$ cat src/rtl/cpu_cfg.svh
`ifndef CPU_CFG_SVH
`define CPU_CFG_SVH

// word-addressed instruction memory
`define CPU_IM_AW 10

// byte-addressed data memory
`define CPU_DM_AW 12

// register file geometry
`define CPU_NREGS 32
`define CPU_RAW 5

`endif

$ cat src/rtl/cpu_pkg.sv
package cpu_pkg;

	typedef enum logic [5:0] {
		ALU_R = 6'b100000,
		ADDI  = 6'b101000,
		ORI   = 6'b101100,
		MOVI  = 6'b100010,
		LWI   = 6'b000010,
		SWI   = 6'b001010,
		BR    = 6'b100110,
		J     = 6'b100100
	} opcode_e;

	// register-form sub-opcodes
	typedef enum logic [4:0] {
		SUB_ADD   = 5'b00000,
		SUB_SUB   = 5'b00001,
		SUB_AND   = 5'b00010,
		SUB_XOR   = 5'b00011,
		SUB_OR    = 5'b00100,
		SUB_SLLI  = 5'b01000,
		SUB_SRLI  = 5'b01001,
		SUB_ROTRI = 5'b01011
	} alu_sub_e;

	typedef enum logic [3:0] {
		ALU_ADD,
		ALU_SUB,
		ALU_AND,
		ALU_OR,
		ALU_XOR,
		ALU_SLL,
		ALU_SRL,
		ALU_ROR
	} alu_op_e;

	typedef enum logic [1:0] {
		WB_NONE,
		WB_ALU,
		WB_MEM,
		WB_IMM
	} wb_src_e;

	typedef struct packed {
		logic       rsvd;
		opcode_e    op;
		logic [4:0] rt;
		logic [4:0] ra;
		logic [4:0] rb;
		logic [4:0] shamt;
		alu_sub_e   sub;
	} instr_r_t;

	// branches use imm[14] as the not-equal select
	typedef struct packed {
		logic        rsvd;
		opcode_e     op;
		logic [4:0]  rt;
		logic [4:0]  ra;
		logic [14:0] imm;
	} instr_i_t;

	typedef union packed {
		instr_r_t r;
		instr_i_t i;
	} instr_u;

endpackage

$ cat src/rtl/instruction_decoder.sv
`include "cpu_cfg.svh"

module instruction_decoder import cpu_pkg::*; (
	input  instr_u              instruction,
	output logic [`CPU_RAW-1:0] ra_addr,
	output logic [`CPU_RAW-1:0] rb_addr,
	output logic [`CPU_RAW-1:0] rt_addr,
	output alu_op_e             alu_op,
	output logic [31:0]         imm_ext,
	output logic                use_imm,
	output logic                mem_read,
	output logic                mem_write,
	output logic                is_branch,
	output logic                branch_ne,
	output logic                is_jump,
	output wb_src_e             wb_src
);

	logic [31:0] mem_off;

	// rt and ra sit at the same bits in both views
	assign rt_addr = instruction.i.rt;
	assign ra_addr = instruction.i.ra;

	// word offset turned into a byte offset
	assign mem_off = {{15{instruction.i.imm[14]}}, instruction.i.imm, 2'b00};

	always_comb begin
		rb_addr   = instruction.r.rb;
		alu_op    = ALU_ADD;
		imm_ext   = '0;
		use_imm   = 1'b0;
		mem_read  = 1'b0;
		mem_write = 1'b0;
		is_branch = 1'b0;
		branch_ne = 1'b0;
		is_jump   = 1'b0;
		wb_src    = WB_NONE;
		case (instruction.i.op)
			ALU_R: begin
				wb_src = WB_ALU;
				case (instruction.r.sub)
					SUB_ADD:   alu_op = ALU_ADD;
					SUB_SUB:   alu_op = ALU_SUB;
					SUB_AND:   alu_op = ALU_AND;
					SUB_OR:    alu_op = ALU_OR;
					SUB_XOR:   alu_op = ALU_XOR;
					SUB_SLLI:  alu_op = ALU_SLL;
					SUB_SRLI:  alu_op = ALU_SRL;
					SUB_ROTRI: alu_op = ALU_ROR;
					default:   wb_src = WB_NONE;
				endcase
			end
			ADDI: begin
				use_imm = 1'b1;
				imm_ext = {{17{instruction.i.imm[14]}}, instruction.i.imm};
				wb_src  = WB_ALU;
			end
			ORI: begin
				alu_op  = ALU_OR;
				use_imm = 1'b1;
				imm_ext = {17'b0, instruction.i.imm};
				wb_src  = WB_ALU;
			end
			MOVI: begin
				imm_ext = {{12{instruction[19]}}, instruction[19:0]};
				wb_src  = WB_IMM;
			end
			LWI: begin
				use_imm  = 1'b1;
				imm_ext  = mem_off;
				mem_read = 1'b1;
				wb_src   = WB_MEM;
			end
			SWI: begin
				// store data comes out of the second read port
				rb_addr   = instruction.i.rt;
				use_imm   = 1'b1;
				imm_ext   = mem_off;
				mem_write = 1'b1;
			end
			BR: begin
				rb_addr   = instruction.i.rt;
				is_branch = 1'b1;
				branch_ne = instruction.i.imm[14];
				imm_ext   = {{18{instruction.i.imm[13]}}, instruction.i.imm[13:0]};
			end
			J: begin
				is_jump = 1'b1;
				imm_ext = {{8{instruction[23]}}, instruction[23:0]};
			end
			default: begin
				wb_src = WB_NONE;
			end
		endcase
	end

endmodule

$ cat src/rtl/regfile.sv
`include "cpu_cfg.svh"

module regfile (
	input  logic                clk,
	input  logic                rst_n,
	input  logic [`CPU_RAW-1:0] ra_addr,
	input  logic [`CPU_RAW-1:0] rb_addr,
	output logic [31:0]         ra_data,
	output logic [31:0]         rb_data,
	input  logic                we,
	input  logic [`CPU_RAW-1:0] wa,
	input  logic [31:0]         wd
);

	logic [31:0] regs [`CPU_NREGS];

	// r0 is hardwired and write-through covers the retiring value
	function automatic logic [31:0] read_port(input logic [`CPU_RAW-1:0] addr);
		if (addr == '0)
			return '0;
		else if (we && wa == addr)
			return wd;
		else
			return regs[addr];
	endfunction

	always_ff @(posedge clk or negedge rst_n) begin
		if (!rst_n) begin
			for (int k = 0; k < `CPU_NREGS; k++)
				regs[k] <= '0;
		end else if (we && wa != '0) begin
			regs[wa] <= wd;
		end
	end

	assign ra_data = read_port(ra_addr);
	assign rb_data = read_port(rb_addr);

endmodule

$ cat src/rtl/alu.sv
module alu import cpu_pkg::*; (
	input  logic [31:0] a,
	input  logic [31:0] b,
	input  logic [4:0]  shamt,
	input  alu_op_e     op,
	output logic [31:0] result,
	output logic        equal,
	output logic        overflow
);

	logic [31:0] sum;
	logic [31:0] diff;
	logic [63:0] rot;

	assign sum   = a + b;
	assign diff  = a - b;
	assign equal = (a == b);

	// rotate right by shifting the doubled word
	assign rot = {a, a} >> shamt;

	always_comb begin
		overflow = 1'b0;
		case (op)
			ALU_ADD: begin
				result   = sum;
				overflow = (a[31] == b[31]) && (sum[31] != a[31]);
			end
			ALU_SUB: begin
				result   = diff;
				overflow = (a[31] != b[31]) && (diff[31] != a[31]);
			end
			ALU_AND: begin
				result = a & b;
			end
			ALU_OR: begin
				result = a | b;
			end
			ALU_XOR: begin
				result = a ^ b;
			end
			ALU_SLL: begin
				result = a << shamt;
			end
			ALU_SRL: begin
				result = a >> shamt;
			end
			ALU_ROR: begin
				result = rot[31:0];
			end
			default: begin
				result = sum;
			end
		endcase
	end

endmodule

$ cat src/rtl/branch_unit.sv
`include "cpu_cfg.svh"

module branch_unit (
	input  logic                  clk,
	input  logic                  rst_n,
	input  logic                  valid,
	input  logic                  is_branch,
	input  logic                  branch_ne,
	input  logic                  is_jump,
	input  logic                  equal,
	input  logic [`CPU_IM_AW-1:0] ex_pc,
	input  logic [31:0]           offset,
	output logic [`CPU_IM_AW-1:0] pc,
	output logic                  redirect
);

	logic                  taken;
	logic [`CPU_IM_AW-1:0] target;

	assign taken    = is_branch && (equal != branch_ne);
	assign redirect = valid && (is_jump || taken);

	// word offset relative to the branch itself
	assign target = ex_pc + offset[`CPU_IM_AW-1:0];

	always_ff @(posedge clk or negedge rst_n) begin
		if (!rst_n)
			pc <= '0;
		else if (redirect)
			pc <= target;
		else
			pc <= pc + 1'b1;
	end

endmodule

$ cat src/rtl/pipe_regs.sv
`include "cpu_cfg.svh"

module pipe_regs import cpu_pkg::*; (
	input  logic                  clk,
	input  logic                  rst_n,
	input  logic                  redirect,
	// fetch
	input  instr_u                if_instr,
	input  logic [`CPU_IM_AW-1:0] if_pc,
	output instr_u                id_instr,
	output logic [`CPU_IM_AW-1:0] id_pc,
	output logic                  id_valid,
	// decode
	input  alu_op_e               id_alu_op,
	input  logic [31:0]           id_imm_ext,
	input  logic [31:0]           id_ra_data,
	input  logic [31:0]           id_rb_data,
	input  logic [`CPU_RAW-1:0]   id_rt_addr,
	input  logic                  id_use_imm,
	input  logic                  id_mem_read,
	input  logic                  id_mem_write,
	input  logic                  id_is_branch,
	input  logic                  id_branch_ne,
	input  logic                  id_is_jump,
	input  wb_src_e               id_wb_src,
	output logic                  ex_valid,
	output logic [`CPU_IM_AW-1:0] ex_pc,
	output alu_op_e               ex_alu_op,
	output logic [4:0]            ex_shamt,
	output logic [31:0]           ex_imm_ext,
	output logic [31:0]           ex_ra_data,
	output logic [31:0]           ex_rb_data,
	output logic                  ex_use_imm,
	output logic                  ex_is_branch,
	output logic                  ex_branch_ne,
	output logic                  ex_is_jump,
	// execute
	input  logic [31:0]           ex_alu_result,
	input  logic                  ex_overflow,
	output logic                  mem_valid,
	output logic [31:0]           mem_alu_result,
	output logic [31:0]           mem_store_data,
	output logic [31:0]           mem_imm_ext,
	output logic [`CPU_RAW-1:0]   mem_rt_addr,
	output wb_src_e               mem_wb_src,
	output logic                  mem_read,
	output logic                  mem_write,
	output logic                  mem_overflow,
	output logic                  mem_ovf_update
);

	logic [`CPU_RAW-1:0] ex_rt_addr;
	logic                ex_mem_read;
	logic                ex_mem_write;
	wb_src_e             ex_wb_src;

	// redirect kills the slots in fetch and decode
	always_ff @(posedge clk or negedge rst_n) begin
		if (!rst_n) begin
			id_valid       <= 1'b0;
			ex_valid       <= 1'b0;
			ex_mem_read    <= 1'b0;
			ex_mem_write   <= 1'b0;
			ex_is_branch   <= 1'b0;
			ex_branch_ne   <= 1'b0;
			ex_is_jump     <= 1'b0;
			ex_wb_src      <= WB_NONE;
			mem_valid      <= 1'b0;
			mem_read       <= 1'b0;
			mem_write      <= 1'b0;
			mem_wb_src     <= WB_NONE;
			mem_ovf_update <= 1'b0;
		end else begin
			id_valid       <= !redirect;
			ex_valid       <= id_valid && !redirect;
			ex_mem_read    <= id_mem_read;
			ex_mem_write   <= id_mem_write;
			ex_is_branch   <= id_is_branch;
			ex_branch_ne   <= id_branch_ne;
			ex_is_jump     <= id_is_jump;
			ex_wb_src      <= id_wb_src;
			mem_valid      <= ex_valid;
			mem_read       <= ex_valid && ex_mem_read;
			mem_write      <= ex_valid && ex_mem_write;
			mem_wb_src     <= ex_wb_src;
			// only add, sub and addi touch the flag
			mem_ovf_update <= ex_valid && ex_wb_src == WB_ALU &&
				(ex_alu_op == ALU_ADD || ex_alu_op == ALU_SUB);
		end
	end

	always_ff @(posedge clk) begin
		id_instr       <= if_instr;
		id_pc          <= if_pc;
		ex_pc          <= id_pc;
		ex_alu_op      <= id_alu_op;
		ex_shamt       <= id_instr.r.shamt;
		ex_imm_ext     <= id_imm_ext;
		ex_ra_data     <= id_ra_data;
		ex_rb_data     <= id_rb_data;
		ex_rt_addr     <= id_rt_addr;
		ex_use_imm     <= id_use_imm;
		mem_alu_result <= ex_alu_result;
		mem_store_data <= ex_rb_data;
		mem_imm_ext    <= ex_imm_ext;
		mem_rt_addr    <= ex_rt_addr;
		mem_overflow   <= ex_overflow;
	end

endmodule

$ cat src/rtl/writeback_stage.sv
`include "cpu_cfg.svh"

module writeback_stage import cpu_pkg::*; (
	input  logic                clk,
	input  logic                rst_n,
	input  logic                valid,
	input  wb_src_e             wb_src,
	input  logic [`CPU_RAW-1:0] rt_addr,
	input  logic [31:0]         alu_result,
	input  logic [31:0]         imm_ext,
	input  logic [31:0]         mem_data,
	input  logic                ovf_update,
	input  logic                overflow,
	output logic                we,
	output logic [`CPU_RAW-1:0] wa,
	output logic [31:0]         wd,
	output logic                alu_overflow
);

	logic        wb_valid;
	wb_src_e     wb_sel;
	logic [31:0] wb_alu;
	logic [31:0] wb_imm;
	logic [31:0] wb_mem;

	always_ff @(posedge clk or negedge rst_n) begin
		if (!rst_n) begin
			wb_valid     <= 1'b0;
			wb_sel       <= WB_NONE;
			alu_overflow <= 1'b0;
		end else begin
			wb_valid <= valid;
			wb_sel   <= wb_src;
			// sticky until the next add, sub or addi
			if (ovf_update)
				alu_overflow <= overflow;
		end
	end

	always_ff @(posedge clk) begin
		wa     <= rt_addr;
		wb_alu <= alu_result;
		wb_imm <= imm_ext;
		wb_mem <= mem_data;
	end

	assign we = wb_valid && wb_sel != WB_NONE;

	always_comb begin
		case (wb_sel)
			WB_MEM:  wd = wb_mem;
			WB_IMM:  wd = wb_imm;
			default: wd = wb_alu;
		endcase
	end

endmodule

$ cat src/rtl/cpu_top.sv
`include "cpu_cfg.svh"

module cpu_top import cpu_pkg::*; (
	input  logic                  clk,
	input  logic                  rst_n,
	input  logic [31:0]           instruction,
	output logic                  im_read,
	output logic [`CPU_IM_AW-1:0] im_address,
	output logic                  dm_read,
	output logic                  dm_write,
	output logic [`CPU_DM_AW-1:0] dm_address,
	output logic [31:0]           dm_wdata,
	input  logic [31:0]           dm_rdata,
	output logic                  alu_overflow
);

	logic                  redirect;
	instr_u                id_instr;
	logic [`CPU_IM_AW-1:0] id_pc, ex_pc;
	logic                  id_valid, ex_valid, mem_valid;
	logic [`CPU_RAW-1:0]   id_ra_addr, id_rb_addr, id_rt_addr, mem_rt_addr;
	alu_op_e               id_alu_op, ex_alu_op;
	wb_src_e               id_wb_src, mem_wb_src;
	logic [31:0]           id_imm_ext, id_ra_data, id_rb_data;
	logic                  id_use_imm, id_mem_read, id_mem_write;
	logic                  id_is_branch, id_branch_ne, id_is_jump;
	logic [4:0]            ex_shamt;
	logic [31:0]           ex_imm_ext, ex_ra_data, ex_rb_data;
	logic [31:0]           ex_alu_b, ex_alu_result;
	logic                  ex_use_imm, ex_is_branch, ex_branch_ne, ex_is_jump;
	logic                  ex_equal, ex_overflow;
	logic [31:0]           mem_alu_result, mem_store_data, mem_imm_ext;
	logic                  mem_overflow, mem_ovf_update;
	logic                  rf_we;
	logic [`CPU_RAW-1:0]   rf_wa;
	logic [31:0]           rf_wd;

	// fetch runs whenever the core is out of reset
	assign im_read = rst_n;

	assign ex_alu_b   = ex_use_imm ? ex_imm_ext : ex_rb_data;
	assign dm_address = {mem_alu_result[`CPU_DM_AW-1:2], 2'b00};
	assign dm_wdata   = mem_store_data;

	instruction_decoder u_decoder (
		.instruction (id_instr),
		.ra_addr     (id_ra_addr),
		.rb_addr     (id_rb_addr),
		.rt_addr     (id_rt_addr),
		.alu_op      (id_alu_op),
		.imm_ext     (id_imm_ext),
		.use_imm     (id_use_imm),
		.mem_read    (id_mem_read),
		.mem_write   (id_mem_write),
		.is_branch   (id_is_branch),
		.branch_ne   (id_branch_ne),
		.is_jump     (id_is_jump),
		.wb_src      (id_wb_src)
	);

	regfile u_regfile (
		.clk     (clk),
		.rst_n   (rst_n),
		.ra_addr (id_ra_addr),
		.rb_addr (id_rb_addr),
		.ra_data (id_ra_data),
		.rb_data (id_rb_data),
		.we      (rf_we),
		.wa      (rf_wa),
		.wd      (rf_wd)
	);

	alu u_alu (
		.a        (ex_ra_data),
		.b        (ex_alu_b),
		.shamt    (ex_shamt),
		.op       (ex_alu_op),
		.result   (ex_alu_result),
		.equal    (ex_equal),
		.overflow (ex_overflow)
	);

	branch_unit u_branch (
		.clk       (clk),
		.rst_n     (rst_n),
		.valid     (ex_valid),
		.is_branch (ex_is_branch),
		.branch_ne (ex_branch_ne),
		.is_jump   (ex_is_jump),
		.equal     (ex_equal),
		.ex_pc     (ex_pc),
		.offset    (ex_imm_ext),
		.pc        (im_address),
		.redirect  (redirect)
	);

	// stage signals share their names with the register ports
	pipe_regs u_pipe (
		.if_instr  (instruction),
		.if_pc     (im_address),
		.mem_read  (dm_read),
		.mem_write (dm_write),
		.*
	);

	writeback_stage u_writeback (
		.clk          (clk),
		.rst_n        (rst_n),
		.valid        (mem_valid),
		.wb_src       (mem_wb_src),
		.rt_addr      (mem_rt_addr),
		.alu_result   (mem_alu_result),
		.imm_ext      (mem_imm_ext),
		.mem_data     (dm_rdata),
		.ovf_update   (mem_ovf_update),
		.overflow     (mem_overflow),
		.we           (rf_we),
		.wa           (rf_wa),
		.wd           (rf_wd),
		.alu_overflow (alu_overflow)
	);

endmodule

$ cat config.mk
export PLATFORM = sky130hd
export DESIGN_NAME = cpu_top
export DESIGN_NICKNAME = d
export VERILOG_FILES = /design/src/rtl/cpu_pkg.sv /design/src/rtl/instruction_decoder.sv /design/src/rtl/regfile.sv /design/src/rtl/alu.sv /design/src/rtl/branch_unit.sv /design/src/rtl/pipe_regs.sv /design/src/rtl/writeback_stage.sv /design/src/rtl/cpu_top.sv
export VERILOG_INCLUDE_DIRS = /design/src /design/src/rtl
export SDC_FILE = /design/constraint.sdc
export NUM_CORES = 2
export LEC_CHECK = 0
export BUFFER_PORTS_ARGS = -buffer_cell sky130_fd_sc_hd__buf_2
export CORE_ASPECT_RATIO = 0.7
export CORE_MARGIN = 4
export CORE_UTILIZATION = 39
export CTS_CLUSTER_DIAMETER = 80
export DETAILED_ROUTE_END_ITERATION = 8
export SLEW_MARGIN = 20
export SYNTH_ARGS = -nofsm -noshare
export SYNTH_HDL_FRONTEND = slang
export SYNTH_SLANG_ARGS = --single-unit
$ cat constraint.sdc
create_clock -name clk -period 5.8 [get_ports clk]
set_clock_uncertainty 0.15 [all_clocks]
set_input_delay 0 -clock clk [delete_from_list [all_inputs] [get_ports clk]]
set_output_delay 0 -clock clk [all_outputs]
set_load 0.05 [all_outputs]
# After elaboration in Yosys (flattened, before gate mapping)
# Index checks and enable logic that the tools add are counted.
dict set report word_totals {
  in_bits 66
  elab_cells 174
  reg_bits 1418
}
dict set report op_classes {
  eq_ne 33
  reduce_logical 28
  muxes 28
  shift 3
  n_addsub 4
  order_cmp 4
  n_bitwise 6
}
# cell n
set ops {}
lappend ops {{bitwise mux 1024 bit} 1}
lappend ops {{binary-select mux 32 bit (select 5 bit)} 2}
lappend ops {{two-way mux 32 bit} 8}
lappend ops {{case mux 32 bit (7 select lines)} 1}
lappend ops {{case mux 32 bit (6 select lines)} 1}
lappend ops {{demux 32 bit (select 5 bit)} 1}
lappend ops {{case mux 32 bit (2 select lines)} 1}
lappend ops {{right shift 64 x 5 -> 32 bit} 1}
lappend ops {{equality test 6 bit, second input constant} 6}
lappend ops {{adder 32 bit} 1}
lappend ops {{bitwise AND 32 bit} 1}
lappend ops {{equality test 32 bit} 1}
lappend ops {{OR 32 bit} 1}
lappend ops {{left shift 32 x 5 -> 32 bit} 1}
lappend ops {{right shift 32 x 5 -> 32 bit} 1}
lappend ops {{subtractor 32 bit} 1}
lappend ops {{XOR 32 bit} 1}
lappend ops {{case mux 3 bit (7 select lines)} 1}
lappend ops {{greater-or-equal comparator 6 bit, second input constant} 3}
lappend ops {{inverter 5 -> 6 bit} 3}
lappend ops {{equality test 4 x 3 -> 1 bit, second input constant} 4}
lappend ops {{equality test 5 x 4 -> 1 bit, second input constant} 3}
lappend ops {{zero test 5 bit} 3}
lappend ops {{logical AND 1 bit} 14}
lappend ops {{other kinds (29)} 45}

# Longest topological paths before layout
dict set report logic_depth {
  depth_word 8
  ltp_mapped 16
  ltp_nobuf 14
}

# Modules after synthesis
# From an unflattened synthesis, not the netlist that was laid out.
dict set report unflattened {
  cells_unflattened 5796
  hier_area_um2 74719.2
}
# mod area_each_um2 seq_area_each_um2 cells_per_inst n_inst
set modules_own_cells {}
lappend modules_own_cells {regfile 54913.9 25624.6 3747 1}
lappend modules_own_cells {alu 8956.1 0.0 1300 1}
lappend modules_own_cells {pipe_regs 5724.2 5680.4 286 1}
lappend modules_own_cells {writeback_stage 2846.5 2122.0 214 1}
lappend modules_own_cells {branch_unit 898.4 250.2 93 1}
lappend modules_own_cells {instruction_decoder 809.5 0.0 116 1}
lappend modules_own_cells {cpu_top 570.5 0.0 40 1}

# Least setup slack after synthesis
# OpenSTA, ideal clock, no wires.
dict set report synth_timing {
  kind {reg2reg}
  from {register u_pipe.ex_use_imm}
  to {register u_pipe.mem_alu_result[30]}
  arrival_time_ns 3.880
  path_stages_with_launch 17
  synth_period_minus_slack_ns 4.122
  setup_slack_ns 1.678
  path_buffers 2
  cell_sequence {dfxtp_1 -> clkbuf_1 -> buf_1 -> mux2i_1 -> inv_1 -> ha_1 -> inv_1 -> fa_1 -> nand2b_1 -> a221oi_1 -> or4_1 -> and4_1 -> o32ai_1 -> o31ai_1 -> and3_1 -> a21bo_2 -> o32ai_1}
}
dict set report synth_via {
  elab_chain_len 3
  elab_cells_between_ends 7
  classes_between {2 x add/sub; 2 x mux; 3 x bitwise}
}
# item line_no
set synth_rtl {}
lappend synth_rtl {{from (decl)} pipe_regs.sv:33} ;# output logic ex_use_imm,
lappend synth_rtl {{from (signal assigned)} pipe_regs.sv:102} ;# ex_use_imm <= id_use_imm;
lappend synth_rtl {{two-way mux 32 bit (*)} cpu_top.sv:41} ;# assign ex_alu_b = ex_use_imm ? ex_imm_ext : ex_rb_data;
lappend synth_rtl {{adder 32 bit, or another cell as far along} alu.sv:15} ;# assign sum = a + b;
lappend synth_rtl {{case mux 32 bit (7 select lines) (*)} alu.sv:24} ;# case (op)
lappend synth_rtl {{net ex_alu_result[30]} cpu_top.sv:29} ;# logic [31:0] ex_alu_b, ex_alu_result;
lappend synth_rtl {{to (signal assigned)} pipe_regs.sv:103} ;# mem_alu_result <= ex_alu_result;
lappend synth_rtl {{to (decl)} pipe_regs.sv:41} ;# output logic [31:0] mem_alu_result,
# The timed path passes the listed nets; every way through them passes the cells marked *.
# A chain may end at the register's enable or synchronous reset.

# Final worst setup path
dict set report layout_timing {
  from {register u_pipe.ex_use_imm}
  to {register u_branch.pc[3]}
}
dict set report layout_via {
  elab_chain_len 7
}
# item line_no
set layout_rtl {}
lappend layout_rtl {{two-way mux 32 bit} cpu_top.sv:41}
lappend layout_rtl {{equality test 32 bit} alu.sv:17} ;# assign equal = (a == b);
lappend layout_rtl {{inequality test 1 bit} branch_unit.sv:20} ;# assign taken = is_branch && (equal != branch_ne);
lappend layout_rtl {{logical AND 1 bit} branch_unit.sv:20}
lappend layout_rtl {{logical OR 1 bit} branch_unit.sv:21} ;# assign redirect = valid && (is_jump || taken);
lappend layout_rtl {{logical AND 1 bit} branch_unit.sv:21}
lappend layout_rtl {{two-way mux 10 bit} branch_unit.sv:29} ;# else if (redirect)
lappend layout_rtl {{to (signal assigned)} branch_unit.sv:30} ;# pc <= target;
lappend layout_rtl {{to (signal assigned)} branch_unit.sv:32} ;# pc <= pc + 1'b1;
lappend layout_rtl {{to (decl)} branch_unit.sv:13} ;# output logic [`CPU_IM_AW-1:0] pc,
# Every way passes these cells.

==> qor.yml <==
cts_setup_buffers: 0
grt_overflow: 0
die_w_um: 523.6
nets: 7647
power_density_mw_per_mm2: 309.8
fmax_mhz: 173.7
hp-class: "flip-flop to flip-flop"
p_leak_nw: 33.97
grt_pass1_wl_um: 411200
fin_crit_ps: 5757
crit_type: "flip-flop to flip-flop"
async_flop_share_pct: 75.59
crit_fanout: 13
drive_gt1_share_pct: 15.72
die-area_mm2: 0.1932
synth_warnings: 0
rsz0062_at_grt: "no"
cap_violations: 0
yosys.area.top_type: "dfrtp_1"
status: "complete, no violations"
cts.reportedPaths.clkPinSlew_ps: 70
synth.area.top_cells: "dfrtp_1 (36%), dfxtp_1 (9.4%), mux4_2 (8.5%)"
cts_tree: "yes"
whs_ps: 171.2
io-pin-count: 124
drt_iter0_drc: 8886
timing.critical_path.from: "u_pipe.ex_use_imm"
coreArea_mm2: 0.1850
relSlewSlack_pct: 18.48
grt_pass1_vias: 57830
ant_nets: 0
drt-pass1-iter-count: 8
cts-root-buf: "clkbuf_16"
synth-main-ff-cell: "dfrtp_1"
ys_seq_area_share_pct: 45.68
synth_most_common_cell: "nand2_1"
synth_edf_count: 0
synth_cells: 7601
place_hpwl_um: 178600
area_delta_synth_final_pct: 12.64
cts.sinks: 1393
slew_viol_final: 0
antenna_found_initial: 13
period_share_pct: 99.26
remaining_drc_errors: 0
vdd_ir_drop_max_v: 0.0003711
arrival_ps: 6310
finalSetupViolCount: 0
critPathRequiredTime_ps: 6350
gr-usage-all-layers_pct: 28.75
instances_no_fill: 10060
dpl.cell_count: 9665
clock_latency_ps: 820
via_count: 61640
reg2reg_from: "u_pipe.ex_use_imm"
viasPerCell: 6.129
avgSynthCellArea_um2: 9.549
setup_tns_ps: 0
die-height_um: 368.9
end_kind: "flip-flop"
ys_seq_elements: 1393
reg2reg_slack_ps: 40
worstHoldStart: "u_pipe.mem_alu_result[21]"
synth_commonest_cells: "nand2_1 (1583), o21ai_0 (1152), dfrtp_1 (1053), clkbuf_1 (538), nor2_1 (432)"
synth.distinct_cells: 75
worst_slew_pin_slew_ps: 1210
core.rowCount: 132
synth_area_mm2: 0.07258
synth_top_area_share_pct: 36.31
finalWirelength_um: 284300
power_mw: 25.33
max-clock-path-buffers: 3
hold_viol: 0
cts_buffers: 138
ctsHtreeMaxLevel: 4
start_kind: "flip-flop"
start_util_pct: 39.24
io_buffers: 120
grt_max_degree: 166
routedWlPerCell_um: 28.27
routabilityCongestion: 0.9941
[sequential cells by signal, summed over array words and instances (netlist names), 10 cells and up]
signal	flops
u_regfile.regs	1024
u_pipe.ex_ra_data	32
u_pipe.ex_rb_data	32
u_pipe.mem_alu_result	32
u_pipe.mem_store_data	32
u_writeback.wb_alu	32
u_writeback.wb_mem	32
u_pipe.id_instr	31
u_pipe.ex_imm_ext	24
u_pipe.mem_imm_ext	24
u_writeback.wb_imm	24
u_branch.pc	10
u_pipe.ex_pc	10
u_pipe.id_pc	10
[layer usage]
| metal | vias up | routed length (um) | global-route usage (%) |
|---|---|---|---|
| met2 | 3503 | 114900 | 39.37 |
| met1 | 30790 | 126700 | 43.15 |
| met4 | 2 | 10260 | 9.676 |
| met3 | 542 | 32370 | 8.056 |
| met5 | - | 15 | 0 |
| li1 | 26800 | - | - |
[worst paths after layout]
| path | endpoint | cells past startpoint |
|---|---|---|
| setup / recovery | u_branch.pc[3] | 14 |
| hold / removal | u_writeback.wb_alu[21] | 0 |
| setup reg to reg | u_branch.pc[3] | 14 |
| hold reg to reg | u_writeback.wb_alu[21] | 0 |
| max in group asynchronous | u_regfile.regs[296] | 5 |
| min in group asynchronous | u_regfile.regs[604] | 4 |
[cell usage in the layout (no fill, tap or decap), drive strengths merged, types with 236 or more instances in the layout]
cell	synthesis	routed
mux4	274	274
mux2	266	266
a21oi	236	236
mux2i	314	314
dfxtp	340	340
buf	191	314
o21ai	1154	1154
dfrtp	1053	1053
nand2	1583	1583
nor2	433	433
[repair_timing]
item,in CTS,in global routing
endpoints found under the hold margin,1062,0
hold buffers,129,0
resized for setup,0,0
[through the flow]
step	utilization (%)	setup WS, ps	area [um^2]
2_1_floorplan	-	1678	72580
3_3_place_gp	40.89	110.4	75630
3_5_place_dp	40.91	523.7	75670
4_1_cts	44.17	474.6	81710
5_1_grt	44.18	69.51	81720
6_report	44.19	43.07	81750
[power by group]
part | leakage [nW] | internal, mW | switching (mW)
registers | 17.4 | 10.5 | 0.738
clock network | 2.28 | 5.13 | 4.31
logic | 14.3 | 1.55 | 3.14
total | 34.0 | 17.1 | 8.19
[worst max-delay path: stages (launching register included)]
cell,delay [ps]
dfxtp_2,710
buf_4,290
mux2i_1,430
ha_1,400
nor3_2,800
nand4_1,660
or4_1,630
nor4_1,340
buf_4,240
xor2_1,170
a21o_1,140
nand2_1,200
buf_4,250
nor2_1,130
a21oi_1,50
[cell families (layout without fill, tap and decap cells)]
kind of cell	Yosys count	count (layout)	synth area share, %
AOI/OAI and AO/OA	2030	2030	16.92
xor gates and xnor gates	63	63	0.7602
adders and majority gates	126	126	2.203
buffers and inverters	850	816	4.770
DFF	1393	1393	45.68
muxes	854	854	16.96
other	1	12	0.005167
and+or+nand+nor	2284	2284	12.70
[layout make-up]
cell class                 instances  area (um^2)
sequential                      1393        33190
clock inverter                    56        784.5
inverter                         121        454.2
tap                             2479         3102
multi-input combinational       5359        36580
timing repair buffer             442         3669
fill                           17530       103200
antenna                           10        25.02
clock buffer                     197         3945
No activity file was read; power rests on OpenSTA's default activity.
